--- src/design/sdcmd_pkg.sv ---
/*
 * Widths, constants, record types and the execute FSM encoding for the
 * SD command-line controller. Every design unit imports it with a wildcard.
 */
package sdcmd_pkg;

    // Frame geometry on the CMD line
    localparam int FRAME_BITS  = 48;
    localparam int HEADER_BITS = 40;
    // Response window, counted in clocks after the command end bit
    localparam int NCR_MIN     = 2;
    localparam int RSP_TIMEOUT = 64;
    // Request buffer depth equals the credits a requester owns after reset
    localparam int REQ_CREDITS = 2;
    localparam int RSP_CREDITS = 2;
    // Result queue depth
    localparam int RSP_DEPTH   = 2;
    // Derived counter and pointer widths
    localparam int REQ_PTR_W   = $clog2(REQ_CREDITS);
    localparam int REQ_CNT_W   = $clog2(REQ_CREDITS + 1);
    localparam int RSP_PTR_W   = $clog2(RSP_DEPTH);
    localparam int RSP_CNT_W   = $clog2(RSP_DEPTH + 1);
    localparam int CRD_W       = $clog2(RSP_CREDITS + 1);
    localparam int CNT_W       = $clog2(RSP_TIMEOUT + 1);

    typedef logic [5:0]             cmd_index_t;
    typedef logic [31:0]            cmd_arg_t;
    typedef logic [6:0]             crc7_t;
    typedef logic [HEADER_BITS-1:0] cmd_header_t;
    typedef logic [FRAME_BITS-1:0]  cmd_frame_t;

    typedef struct packed {
        cmd_index_t index;
        cmd_arg_t   arg;
        logic       expect_rsp;
    } cmd_req_t;

    // Header as it goes on the line, index kept for matching the echo
    typedef struct packed {
        cmd_header_t bits;
        logic        expect_rsp;
        cmd_index_t  index;
    } cmd_hdr_t;

    typedef struct packed {
        cmd_frame_t frame;
        crc7_t      crc;
        cmd_index_t index;
        logic       timeout;
        logic       no_rsp;
    } rsp_raw_t;

    typedef struct packed {
        cmd_index_t index;
        cmd_arg_t   status;
        logic       no_rsp;
        logic       timeout;
        logic       crc_err;
        logic       frame_err;
        logic       index_err;
    } cmd_rsp_t;

    typedef enum logic [2:0] {
        IDLE,
        SEND,
        CRC_OUT,
        TURN,
        WAIT_START,
        RECV,
        HAND_OFF
    } line_state_t;

endpackage

--- src/design/sdcmd_crc7.sv ---
/*
 * Serial CRC7 generator, polynomial x^7 + x^3 + 1, one bit per strobe.
 * The output is the value after the bit now being fed, so the caller can
 * capture the finished CRC in the same cycle as the last data bit.
 */
module sdcmd_crc7
    import sdcmd_pkg::*;
(
    input  logic  i_clk,
    input  logic  i_nrst,
    input  logic  i_clear,
    input  logic  i_next,
    input  logic  i_dat,
    output crc7_t o_crc7
);

    crc7_t crc_q;
    crc7_t crc_d;
    logic  fb;

    // Outgoing MSB mixed with the new bit feeds taps 0 and 3
    assign fb = crc_q[6] ^ i_dat;
    assign crc_d = {crc_q[5:3], crc_q[2] ^ fb, crc_q[1:0], fb};

    // Lookahead value for the current bit
    assign o_crc7 = crc_d;

    // Clear wins over next when both are strobed
    always_ff @(posedge i_clk or negedge i_nrst) begin
        if (!i_nrst) begin
            crc_q <= '0;
        end else if (i_clear) begin
            crc_q <= '0;
        end else if (i_next) begin
            crc_q <= crc_d;
        end
    end

endmodule

--- src/design/sdcmd_decode.sv ---
/*
 * Request buffer in front of the line engine. Holds up to REQ_CREDITS
 * commands, presents the head entry as a 40-bit frame header and returns
 * one requester credit for every entry that execute takes.
 */
module sdcmd_decode
    import sdcmd_pkg::*;
(
    input  logic     i_clk,
    input  logic     i_nrst,
    input  logic     i_req_valid,
    input  cmd_req_t i_req,
    input  logic     i_hdr_take,
    output logic     o_hdr_valid,
    output cmd_hdr_t o_hdr,
    output logic     o_req_credit
);

    cmd_req_t             buf_mem [REQ_CREDITS];
    logic [REQ_PTR_W-1:0] wr_ptr;
    logic [REQ_PTR_W-1:0] rd_ptr;
    logic [REQ_CNT_W-1:0] count;
    logic                 do_take;
    cmd_req_t             head;

    assign o_hdr_valid = (count != '0);
    assign do_take = i_hdr_take & o_hdr_valid;

    // Credit goes back in the same cycle the slot is freed
    assign o_req_credit = do_take;

    assign head = buf_mem[rd_ptr];

    // Start bit 0 and transmission bit 1 lead the index and argument
    always_comb begin
        o_hdr.bits = {1'b0, 1'b1, head.index, head.arg};
        o_hdr.expect_rsp = head.expect_rsp;
        o_hdr.index = head.index;
    end

    // Storage only, the requester never writes without a credit
    always_ff @(posedge i_clk) begin
        if (i_req_valid) begin
            buf_mem[wr_ptr] <= i_req;
        end
    end

    always_ff @(posedge i_clk or negedge i_nrst) begin
        if (!i_nrst) begin
            wr_ptr <= '0;
            rd_ptr <= '0;
            count <= '0;
        end else begin
            if (i_req_valid) begin
                wr_ptr <= (wr_ptr == REQ_PTR_W'(REQ_CREDITS - 1)) ? '0 : wr_ptr + 1'b1;
            end
            if (do_take) begin
                rd_ptr <= (rd_ptr == REQ_PTR_W'(REQ_CREDITS - 1)) ? '0 : rd_ptr + 1'b1;
            end
            // Occupancy follows the write and take strobes
            case ({i_req_valid, do_take})
                2'b10: count <= count + 1'b1;
                2'b01: count <= count - 1'b1;
                default: count <= count;
            endcase
        end
    end

endmodule

--- src/design/sdcmd_line_engine.sv ---
/*
 * Execute stage. Sends each header MSB first with its CRC7 and end bit,
 * then optionally waits for and samples a 48-bit response. One shift
 * register and the single CRC block serve both directions.
 */
module sdcmd_line_engine
    import sdcmd_pkg::*;
(
    input  logic     i_clk,
    input  logic     i_nrst,
    input  logic     i_hdr_valid,
    input  cmd_hdr_t i_hdr,
    output logic     o_hdr_take,
    input  logic     i_slot_free,
    output logic     o_cmd_out,
    output logic     o_cmd_oe,
    input  logic     i_cmd_in,
    output logic     o_crc_clear,
    output logic     o_crc_next,
    output logic     o_crc_dat,
    input  crc7_t    i_crc,
    output logic     o_raw_valid,
    output rsp_raw_t o_raw
);

    line_state_t      state;
    logic [CNT_W-1:0] cnt;
    cmd_frame_t       sh;
    crc7_t            rx_crc;
    cmd_index_t       idx_q;
    logic             expect_q;
    logic             timeout_q;

    // A frame is only started when result has room for its record
    assign o_hdr_take = (state == IDLE) && i_hdr_valid && i_slot_free;

    // Line is driven for the 40 header bits plus CRC and end bit
    assign o_cmd_oe = (state == SEND) || (state == CRC_OUT);
    assign o_cmd_out = o_cmd_oe ? sh[FRAME_BITS-1] : 1'b1;

    always_comb begin
        o_crc_clear = 1'b0;
        o_crc_next = 1'b0;
        o_crc_dat = 1'b0;
        case (state)
            // CRC is zeroed before the transmit and receive phases
            IDLE, TURN: begin
                o_crc_clear = 1'b1;
            end
            SEND: begin
                o_crc_next = 1'b1;
                o_crc_dat = sh[FRAME_BITS-1];
            end
            // Only the start bit itself is fed while waiting
            WAIT_START: begin
                o_crc_next = ~i_cmd_in;
                o_crc_dat = i_cmd_in;
            end
            // The first 40 received bits are covered by the CRC
            RECV: begin
                o_crc_next = (cnt < CNT_W'(HEADER_BITS));
                o_crc_dat = i_cmd_in;
            end
            default: begin
                o_crc_clear = 1'b0;
            end
        endcase
    end

    assign o_raw_valid = (state == HAND_OFF);

    always_comb begin
        o_raw.frame = sh;
        o_raw.crc = rx_crc;
        o_raw.index = idx_q;
        o_raw.timeout = timeout_q;
        o_raw.no_rsp = ~expect_q;
    end

    // Control path
    always_ff @(posedge i_clk or negedge i_nrst) begin
        if (!i_nrst) begin
            state <= IDLE;
            cnt <= '0;
            expect_q <= 1'b0;
            timeout_q <= 1'b0;
        end else begin
            case (state)
                IDLE: begin
                    if (o_hdr_take) begin
                        state <= SEND;
                        cnt <= '0;
                        expect_q <= i_hdr.expect_rsp;
                        timeout_q <= 1'b0;
                    end
                end
                SEND: begin
                    cnt <= cnt + 1'b1;
                    if (cnt == CNT_W'(HEADER_BITS - 1)) begin
                        state <= CRC_OUT;
                        cnt <= '0;
                    end
                end
                // Seven CRC bits and the end bit
                CRC_OUT: begin
                    cnt <= cnt + 1'b1;
                    if (cnt == CNT_W'(FRAME_BITS - HEADER_BITS - 1)) begin
                        state <= expect_q ? TURN : HAND_OFF;
                        cnt <= '0;
                    end
                end
                // Timer runs from the first clock after the end bit
                TURN: begin
                    cnt <= cnt + 1'b1;
                    if (cnt == CNT_W'(NCR_MIN - 1)) begin
                        state <= WAIT_START;
                    end
                end
                WAIT_START: begin
                    cnt <= cnt + 1'b1;
                    if (!i_cmd_in) begin
                        // Start bit counts as the first sampled bit
                        state <= RECV;
                        cnt <= CNT_W'(1);
                    end else if (cnt == CNT_W'(RSP_TIMEOUT - 1)) begin
                        state <= HAND_OFF;
                        timeout_q <= 1'b1;
                    end
                end
                RECV: begin
                    cnt <= cnt + 1'b1;
                    if (cnt == CNT_W'(FRAME_BITS - 1)) begin
                        state <= HAND_OFF;
                    end
                end
                HAND_OFF: begin
                    state <= IDLE;
                end
                default: begin
                    state <= IDLE;
                end
            endcase
        end
    end

    // Shift register and captured fields
    always_ff @(posedge i_clk) begin
        case (state)
            IDLE: begin
                if (o_hdr_take) begin
                    sh <= {i_hdr.bits, {(FRAME_BITS - HEADER_BITS){1'b1}}};
                    idx_q <= i_hdr.index;
                end
            end
            SEND: begin
                // Lookahead CRC is final while the 40th bit is fed
                if (cnt == CNT_W'(HEADER_BITS - 1)) begin
                    sh <= {i_crc, 1'b1, {(FRAME_BITS - 8){1'b1}}};
                end else begin
                    sh <= {sh[FRAME_BITS-2:0], 1'b1};
                end
            end
            CRC_OUT: begin
                sh <= {sh[FRAME_BITS-2:0], 1'b1};
            end
            WAIT_START: begin
                if (!i_cmd_in) begin
                    sh <= {sh[FRAME_BITS-2:0], i_cmd_in};
                end
            end
            RECV: begin
                sh <= {sh[FRAME_BITS-2:0], i_cmd_in};
                if (cnt == CNT_W'(HEADER_BITS - 1)) begin
                    rx_crc <= i_crc;
                end
            end
            default: begin
                sh <= sh;
            end
        endcase
    end

endmodule

--- src/design/sdcmd_result.sv ---
/*
 * Result stage. Checks framing, index echo and CRC of each raw response,
 * queues up to RSP_DEPTH records in command order and sends them to the
 * consumer only while it holds result credits.
 */
module sdcmd_result
    import sdcmd_pkg::*;
(
    input  logic     i_clk,
    input  logic     i_nrst,
    input  logic     i_raw_valid,
    input  rsp_raw_t i_raw,
    output logic     o_slot_free,
    output logic     o_rsp_valid,
    output cmd_rsp_t o_rsp,
    input  logic     i_rsp_credit
);

    cmd_rsp_t             q_mem [RSP_DEPTH];
    cmd_rsp_t             rec;
    logic [RSP_PTR_W-1:0] wr_ptr;
    logic [RSP_PTR_W-1:0] rd_ptr;
    logic [RSP_CNT_W-1:0] count;
    logic [CRD_W-1:0]     credits;
    logic                 send;
    logic                 silent;

    // Nothing was received when the card timed out or no reply was asked
    assign silent = i_raw.timeout | i_raw.no_rsp;

    // Field positions within the sampled 48-bit frame
    always_comb begin
        rec.index = i_raw.index;
        rec.no_rsp = i_raw.no_rsp;
        rec.timeout = i_raw.timeout;
        rec.status = silent ? '0 : i_raw.frame[FRAME_BITS-HEADER_BITS +: $bits(cmd_arg_t)];
        rec.frame_err = ~silent & (i_raw.frame[FRAME_BITS-2] | ~i_raw.frame[0]);
        rec.index_err = ~silent &
            (i_raw.frame[FRAME_BITS-3 -: $bits(cmd_index_t)] != i_raw.index);
        rec.crc_err = ~silent & (i_raw.frame[1 +: $bits(crc7_t)] != i_raw.crc);
    end

    // Execute only starts a frame while a slot is free
    assign o_slot_free = (count != RSP_CNT_W'(RSP_DEPTH));

    assign send = (count != '0) && (credits != '0);
    assign o_rsp_valid = send;
    assign o_rsp = q_mem[rd_ptr];

    always_ff @(posedge i_clk) begin
        if (i_raw_valid) begin
            q_mem[wr_ptr] <= rec;
        end
    end

    always_ff @(posedge i_clk or negedge i_nrst) begin
        if (!i_nrst) begin
            wr_ptr <= '0;
            rd_ptr <= '0;
            count <= '0;
            credits <= CRD_W'(RSP_CREDITS);
        end else begin
            if (i_raw_valid) begin
                wr_ptr <= (wr_ptr == RSP_PTR_W'(RSP_DEPTH - 1)) ? '0 : wr_ptr + 1'b1;
            end
            if (send) begin
                rd_ptr <= (rd_ptr == RSP_PTR_W'(RSP_DEPTH - 1)) ? '0 : rd_ptr + 1'b1;
            end
            case ({i_raw_valid, send})
                2'b10: count <= count + 1'b1;
                2'b01: count <= count - 1'b1;
                default: count <= count;
            endcase
            // One credit spent per record, one returned per consumer pulse
            case ({send, i_rsp_credit})
                2'b10: credits <= credits - 1'b1;
                2'b01: credits <= credits + 1'b1;
                default: credits <= credits;
            endcase
        end
    end

endmodule

--- src/design/sdcmd_top.sv ---
/*
 * Top level of the SD command-line controller. Connects the request
 * buffer, the line engine with its shared CRC7 block, and the result stage.
 */
module sdcmd_top
    import sdcmd_pkg::*;
(
    input  logic     i_clk,
    input  logic     i_nrst,
    input  logic     i_req_valid,
    input  cmd_req_t i_req,
    output logic     o_req_credit,
    output logic     o_rsp_valid,
    output cmd_rsp_t o_rsp,
    input  logic     i_rsp_credit,
    output logic     o_cmd_out,
    output logic     o_cmd_oe,
    input  logic     i_cmd_in
);

    logic     hdr_valid;
    cmd_hdr_t hdr;
    logic     hdr_take;
    logic     slot_free;
    logic     crc_clear;
    logic     crc_next;
    logic     crc_dat;
    crc7_t    crc_value;
    logic     raw_valid;
    rsp_raw_t raw;

    sdcmd_decode u_decode (
        .i_clk        (i_clk),
        .i_nrst       (i_nrst),
        .i_req_valid  (i_req_valid),
        .i_req        (i_req),
        .i_hdr_take   (hdr_take),
        .o_hdr_valid  (hdr_valid),
        .o_hdr        (hdr),
        .o_req_credit (o_req_credit)
    );

    // Single CRC block shared by transmit and receive
    sdcmd_crc7 u_crc7 (
        .i_clk   (i_clk),
        .i_nrst  (i_nrst),
        .i_clear (crc_clear),
        .i_next  (crc_next),
        .i_dat   (crc_dat),
        .o_crc7  (crc_value)
    );

    sdcmd_line_engine u_line_engine (
        .i_clk       (i_clk),
        .i_nrst      (i_nrst),
        .i_hdr_valid (hdr_valid),
        .i_hdr       (hdr),
        .o_hdr_take  (hdr_take),
        .i_slot_free (slot_free),
        .o_cmd_out   (o_cmd_out),
        .o_cmd_oe    (o_cmd_oe),
        .i_cmd_in    (i_cmd_in),
        .o_crc_clear (crc_clear),
        .o_crc_next  (crc_next),
        .o_crc_dat   (crc_dat),
        .i_crc       (crc_value),
        .o_raw_valid (raw_valid),
        .o_raw       (raw)
    );

    sdcmd_result u_result (
        .i_clk        (i_clk),
        .i_nrst       (i_nrst),
        .i_raw_valid  (raw_valid),
        .i_raw        (raw),
        .o_slot_free  (slot_free),
        .o_rsp_valid  (o_rsp_valid),
        .o_rsp        (o_rsp),
        .i_rsp_credit (i_rsp_credit)
    );

endmodule

--- config.mk ---
export PLATFORM = sky130hd
export DESIGN_NAME = sdcmd_top
export DESIGN_NICKNAME = d
export VERILOG_FILES = /design/src/design/sdcmd_pkg.sv /design/src/design/sdcmd_crc7.sv /design/src/design/sdcmd_decode.sv /design/src/design/sdcmd_line_engine.sv /design/src/design/sdcmd_result.sv /design/src/design/sdcmd_top.sv
export SDC_FILE = /design/constraint.sdc
export NUM_CORES = 1
export LEC_CHECK = 0
export BUFFER_PORTS_ARGS = -buffer_cell sky130_fd_sc_hd__buf_2
export CAP_MARGIN = 0
export CORE_MARGIN = 4
export CORE_UTILIZATION = 45
export DETAILED_ROUTE_END_ITERATION = 8
export PLACE_DENSITY = 0.74
export SLEW_MARGIN = 20
export SYNTH_ARGS = -nofsm -noshare
export SYNTH_HDL_FRONTEND = slang
export SYNTH_SLANG_ARGS = --single-unit
--- constraint.sdc ---
create_clock -name i_clk -period 10.53 [get_ports i_clk]
set_clock_uncertainty 0.1 [all_clocks]
set_input_delay 1.5795 -clock i_clk [delete_from_list [all_inputs] [get_ports i_clk]]
set_output_delay 1.5795 -clock i_clk [all_outputs]
set_load 0.01 [all_outputs]
---- After elaboration in Yosys (flattened, before gate mapping) ----
Memories as Yosys holds them, arrays and structs flattened.
Cells that the tools add are included.
W data, S select, Z words.
storage, ports and cells
  bits in registers ....................... 90
  bits in writable memories ............... 164
  input bits .............................. 44
  output and inout bits ................... 47
  word-level logic and storage cells ...... 134
  memories ................................ 2
memories
  name              words  width  read ports  clocked after memory_dff  write ports  RTL line            text
  u_result.q_mem    2      43     1           0                         1            sdcmd_result.sv:19  cmd_rsp_t q_mem [RSP_DEPTH];
  u_decode.buf_mem  2      39     1           0                         1            sdcmd_decode.sv:19  cmd_req_t buf_mem [REQ_CREDITS];
cells by class
  add/subtract/negate cells ............... 11
  $lt $le $gt $ge ......................... 1
  eq/ne operators ......................... 29
  mux-type cells .......................... 40
  bitwise gates (word level) .............. 12
  reduce and logical (&&, ||, !) cells .... 24
operators by type and width
  operator               number
  $pmux W48 S5           1
  $mux W48               3
  $mux W7                6
  $pmux W7 S5            1
  $mux W32               1
  $mux W3                8
  $eq A7 B6 Y1 const B   3
  $pmux W3 S6            1
  $reduce_bool A2 Y1     8
  $mux W1                13
  $ne A2 B2 Y1 const B   6
  $pmux W2 S2            3
  $reduce_bool A5 Y1     2
  $eq A3 B3 Y1 const B   3
  $add A7 B1 Y7 const B  1
  $eq A7 B1 Y1 const B   1
  $eq A7 B3 Y1 const B   1
  $lt A7 B6 Y1 const B   1
  $ne A7 B7 Y1           1
  $add A2 B1 Y2 const B  3
  $eq A2 B1 Y1 const B   3
  $eq A2 B2 Y1 const B   3
  $eq A3 B2 Y1 const B   2
  $ne A2 B1 Y1 const B   3
  other kinds (19)       39

---- Logic depth before layout (Yosys ltp) ----
  word-level depth ........................ 7
  depth in mapped cells ................... 8
  depth with buffers taken out ............ 7

---- Hierarchy ----
Synthesis repeated with hierarchy kept, for this count alone.
unflattened totals
  cells, all modules ...................... 717
  area, all modules ....................... 11141.9 µm²
by module, submodules not included
  module             instances  cells an instance  area each (µm²)  seq. area each (µm²)
  sdcmd_result       1          214                3963.8           2733.9
  sdcmd_line_engine  1          326                3749.8           2132.0
  sdcmd_decode       1          147                3070.4           2442.3
  sdcmd_crc7         1          30                 357.8            175.2

---- Worst setup path after synthesis ----
OpenSTA, ideal clock, no wires.
  path type ............................... input-to-reg
  start point ............................. input port i_cmd_in
  end point ............................... register u_line_engine.sh[0], enable pin
  setup time .............................. 0.526 ns
  data arrival time ....................... 5.303 ns
  data required time ...................... 9.904 ns
  path slack .............................. 4.601 ns
  cell stages on the path ................. 3
  path buffers ............................ 0
  path through ............................ nand2_1 -> nor3_1 -> a211oi_1
on the way
  longest elaborated chain between the ends .. 2
ends and longest elaborated chain
  what                         RTL line                  text
  start: declaration           sdcmd_top.sv:18           input logic i_cmd_in
  $ne A2 B2 Y1 (no line)       n/a
  $reduce_and A3 Y1 (no line)  n/a
  end signal: assignment       sdcmd_line_engine.sv:151  sh <= {i_hdr.bits, {(FRAME_BITS - HEADER_BITS){1'b1}}};
  end signal: assignment       sdcmd_line_engine.sv:158  sh <= {i_crc, 1'b1, {(FRAME_BITS - 8){1'b1}}};
  end signal: assignment       sdcmd_line_engine.sv:160  sh <= {sh[FRAME_BITS-2:0], 1'b1};
  end: declaration             sdcmd_line_engine.sv:28   cmd_frame_t sh;
Every way passes these cells.
A chain may end at the register's enable or synchronous reset.

---- Worst setup path in the final report ----
  start point ............................. register u_line_engine.state[0]
  end point ............................... output port o_cmd_out
on the way
  longest elaborated chain between the ends .. 3
  elaborated cells between the ends (all ways) .. 4
  classes of those cells .................. eq/ne (2); mux (1); reduce/logical (1)
ends and longest elaborated chain
  what                                          RTL line                  text
  start: declaration                            sdcmd_line_engine.sv:26   line_state_t state;
  start signal: assignment                      sdcmd_line_engine.sv:108  state <= expect_q ? TURN : HAND_OFF;
  $eq A3 B1 Y1 or $eq A3 B2 Y1 (tied branches)  sdcmd_line_engine.sv:38   assign o_cmd_oe = (state == SEND) || (state == CRC_OUT);
  $logic_or A1 B1 Y1 (*)                        sdcmd_line_engine.sv:38
  $mux W1 (*)                                   sdcmd_line_engine.sv:39   assign o_cmd_out = o_cmd_oe ? sh[FRAME_BITS-1] : 1'b1;
  end: declaration                              sdcmd_top.sv:16           output logic o_cmd_out,
Mark *: on every way between the ends. The rest lies on a longest branch, timed or not.

==> results.yml <==
outcome:
  status: "complete, no violations"
layout:
  regArea_sq_um: 7486
  diodes: 0
  num-nets-final: 796
  drive_above_1_share_pct: 26.01
  syn_to_final_growth_pct: 14.80
  post-route-util_pct: 52.38
  fill_cells: 1831
  multiInputGateArea_sq_um: 2668
power_and_ir_drop:
  ir_drop_mv: 0.1238
  netSwitchingFraction_pct: 32.81
  power_density_nw_per_um2: 300.9
  p_seq_share_pct: 47.2
  combPwrFrac_pct: 30.2
  intPower_mw: 2.391
  p_leak_nw: 4.282
  power_frac_clock_pct: 22.6
  p_sw_mw: 1.167
floorplan:
  dieWidth_microns: 159.3
  io_pins: 91
  core-area_sq_um: 22570
  die_h_microns: 159.3
  fp-row-count: 55
  start_util_pct: 45.63
  die_area_sq_um: 25370
worst_setup_path:
  worstPathArrival_ns: 2.18
  worstPathRequired_ns: 8.85
  end_kind: "output port"
  crit_fanout: 25
  rr_worst_depth: 6
  criticalPathCategory: "register to output port"
  startpoint_type: "register"
global_routing:
  track_usage_pct: 15.15
  grt_pass1_vias: 5587
  grt_pass1_wl_microns: 31110
  antenna_found_initial: 4
  grt_max_degree: 49
  grt-ovfl-total: 0
clock_tree:
  path_clk_slew_ns: 0.06
  post_cts_resized: 0
  clk_latency_ns: 0.51
  clockBufferDepth: 3
  clock-root-buffer: "clkbuf_16"
  cts_setup_buffers: 0
  htreeDepth: 1
  tritoncts: "done"
  cts_buffers: 25
  holdBufCountCts: 0
  clkSinkCount: 254
yosys:
  synth.avg_cell_area_sq_um: 15.77
  syn_area_sq_um: 10300
  synth_seq_cells: 254
  synth_edf_count: 225
  seq_area_frac_synth_pct: 72.66
  ys_types: 56
  synth_warnings: 0
  ys.flop_type: "edfxtp_1"
  synthCells: 653
  synth_top_area_share_pct: 65.60
  synth_top_cell_by_area: "edfxtp_1"
  yosys-top-cells-area: "edfxtp_1 (66%), dfrtp_1 (6.8%), mux2_2 (5.4%)"
  async_flop_share_pct: 11.42
  syn-num-nets: 702
  yosysMostFrequentCell: "edfxtp_1"
  synth_commonest_cells: "edfxtp_1 (225), mux2_2 (49), nor2_1 (47), a21oi_1 (44), and2_1 (34)"
timing:
  min_period_ns: 3.859
  report.final.slew_viol_count: 0
  timing.final.crit_share_pct: 36.65
  fin_tns_setup_ns: 0
  setup_viol: 0
  grt_setup_unrepaired: "no"
  max_slew.worst_pin.slew_ns: 0.9839
  finalHoldViolations: 0
  relSlewSlack_pct: 34.41
  fmax_mhz: 259.1
route:
  vias_per_cell: 5.297
  wl_microns: 19450
  drc: 0
  detail_route.iter0.violations: 437
  vias: 5562
  wire_per_inst_microns: 18.52
  drt_pass1_iterations: 5
  postRouteAntennaNets: 0
placed_design:
  place_congestion: 0.7876
  dpl.hpwl_microns: 12870
  portBuffers: 90
worst_hold_path:
  hold_path_class: "register to register"
  min_path_cells: 1
run:
  cap_violations: 0
==> logic make-up after synthesis <==
logic type | Yosys count | share of synthesized area, %
compound gates | 100 | 6.377
flops | 254 | 72.66
buf+inv | 41 | 1.919
simple gates | 139 | 7.094
xor+xnor | 31 | 2.636
mux | 83 | 8.710
fa+ha+maj | 5 | 0.6074
==> final cells by class <==
type	instances	share of cell area [%]
sequential	254	63.31
multi-input combinational	358	22.56
clock buffer	36	5.894
timing repair buffer	98	4.529
tap	285	3.016
clock inverter	9	0.3704
inverter	10	0.3175
==> stage by stage <==
step / cells / hold slack [ns] / worst slack [ns] / power [mW] / area, sq um
after floorplan: 653 / 0.3337 / 4.601 / 2.448 / 10300
after global placement: 1003 / 0.3496 / 7.274 / 2.729 / 11040
after detailed placement: 1003 / 0.3612 / 7.229 / 2.763 / 11040
after CTS: 1048 / 0.3689 / 6.673 / 3.575 / 11780
after global routing: 1050 / 0.4145 / 6.476 / 3.772 / 11820
final: 1050 / 0.3646 / 6.671 / 3.558 / 11820
==> per-layer routing <==
metal | wire length [microns] | global-route usage, % | vias up
li1 | - | - | 2639
met5 | 36 | 0 | -
met4 | 356 | 4.024 | 8
met1 | 9330 | 22.98 | 2712
met2 | 8491 | 22.25 | 166
met3 | 1235 | 3.443 | 37
==> sequential cells by signal, indices dropped and copies added (netlist names), 3 cells and up <==
name / flops
u_result.q_mem: 86
u_decode.buf_mem: 78
u_line_engine.sh: 48
u_crc7.crc_q: 7
u_line_engine.cnt: 7
u_line_engine.rx_crc: 7
u_line_engine.idx_q: 6
u_line_engine.state: 3
==> critical path: stages, from the launching register on <==
cell and delay [ns]:
dfrtp_1 0.86, nand2b_1 0.32, a21oi_1 0.27, nand2b_1 0.08
buf_2 0.14
==> worst paths after layout <==
kind                                   startpoint                   end  slack (ns)
max                        u_line_engine.state[0]             o_cmd_out        6.67
min                             u_decode.count[1]     u_decode.count[1]        0.36
max reg2reg                  u_line_engine.cnt[0]  u_line_engine.sh[43]        7.86
min reg2reg                     u_decode.count[1]     u_decode.count[1]        0.36
max in group asynchronous                  i_nrst       u_result.rd_ptr        8.83
min in group asynchronous                  i_nrst  u_line_engine.cnt[2]        1.01
==> power by group through the flow <==
| stage | Sequential [mW] | Clock [mW] | Combinational (mW) |
|---|---|---|---|
| after global routing | 1.71 | 0.872 | 1.19 |
| after detailed placement | 1.72 | 0 | 1.04 |
| after floorplan | 1.59 | 0 | 0.855 |
| final | 1.68 | 0.805 | 1.07 |
| after global placement | 1.71 | 0 | 1.01 |
| after CTS | 1.70 | 0.825 | 1.05 |
==> placed cells by master (no fill, tap or decap), types with 4 or more instances in the layout <==
cell	n
a21oi_1	44
a221o_1	5
a22o_1	7
and2_1	34
buf_2	90
buf_4	6
clkbuf_1	8
clkbuf_16	25
clkinv_1	6
dfrtp_1	26
edfxtp_1	225
ha_1	5
inv_1	10
mux2_2	49
mux2i_1	33
nand2_1	10
nand2b_1	18
nor2_1	44
nor3_1	8
nor4_1	4
o21a_1	4
o21ai_0	12
xnor2_1	14
xor2_1	16
Note: power is estimated with default switching activity, not from simulation.
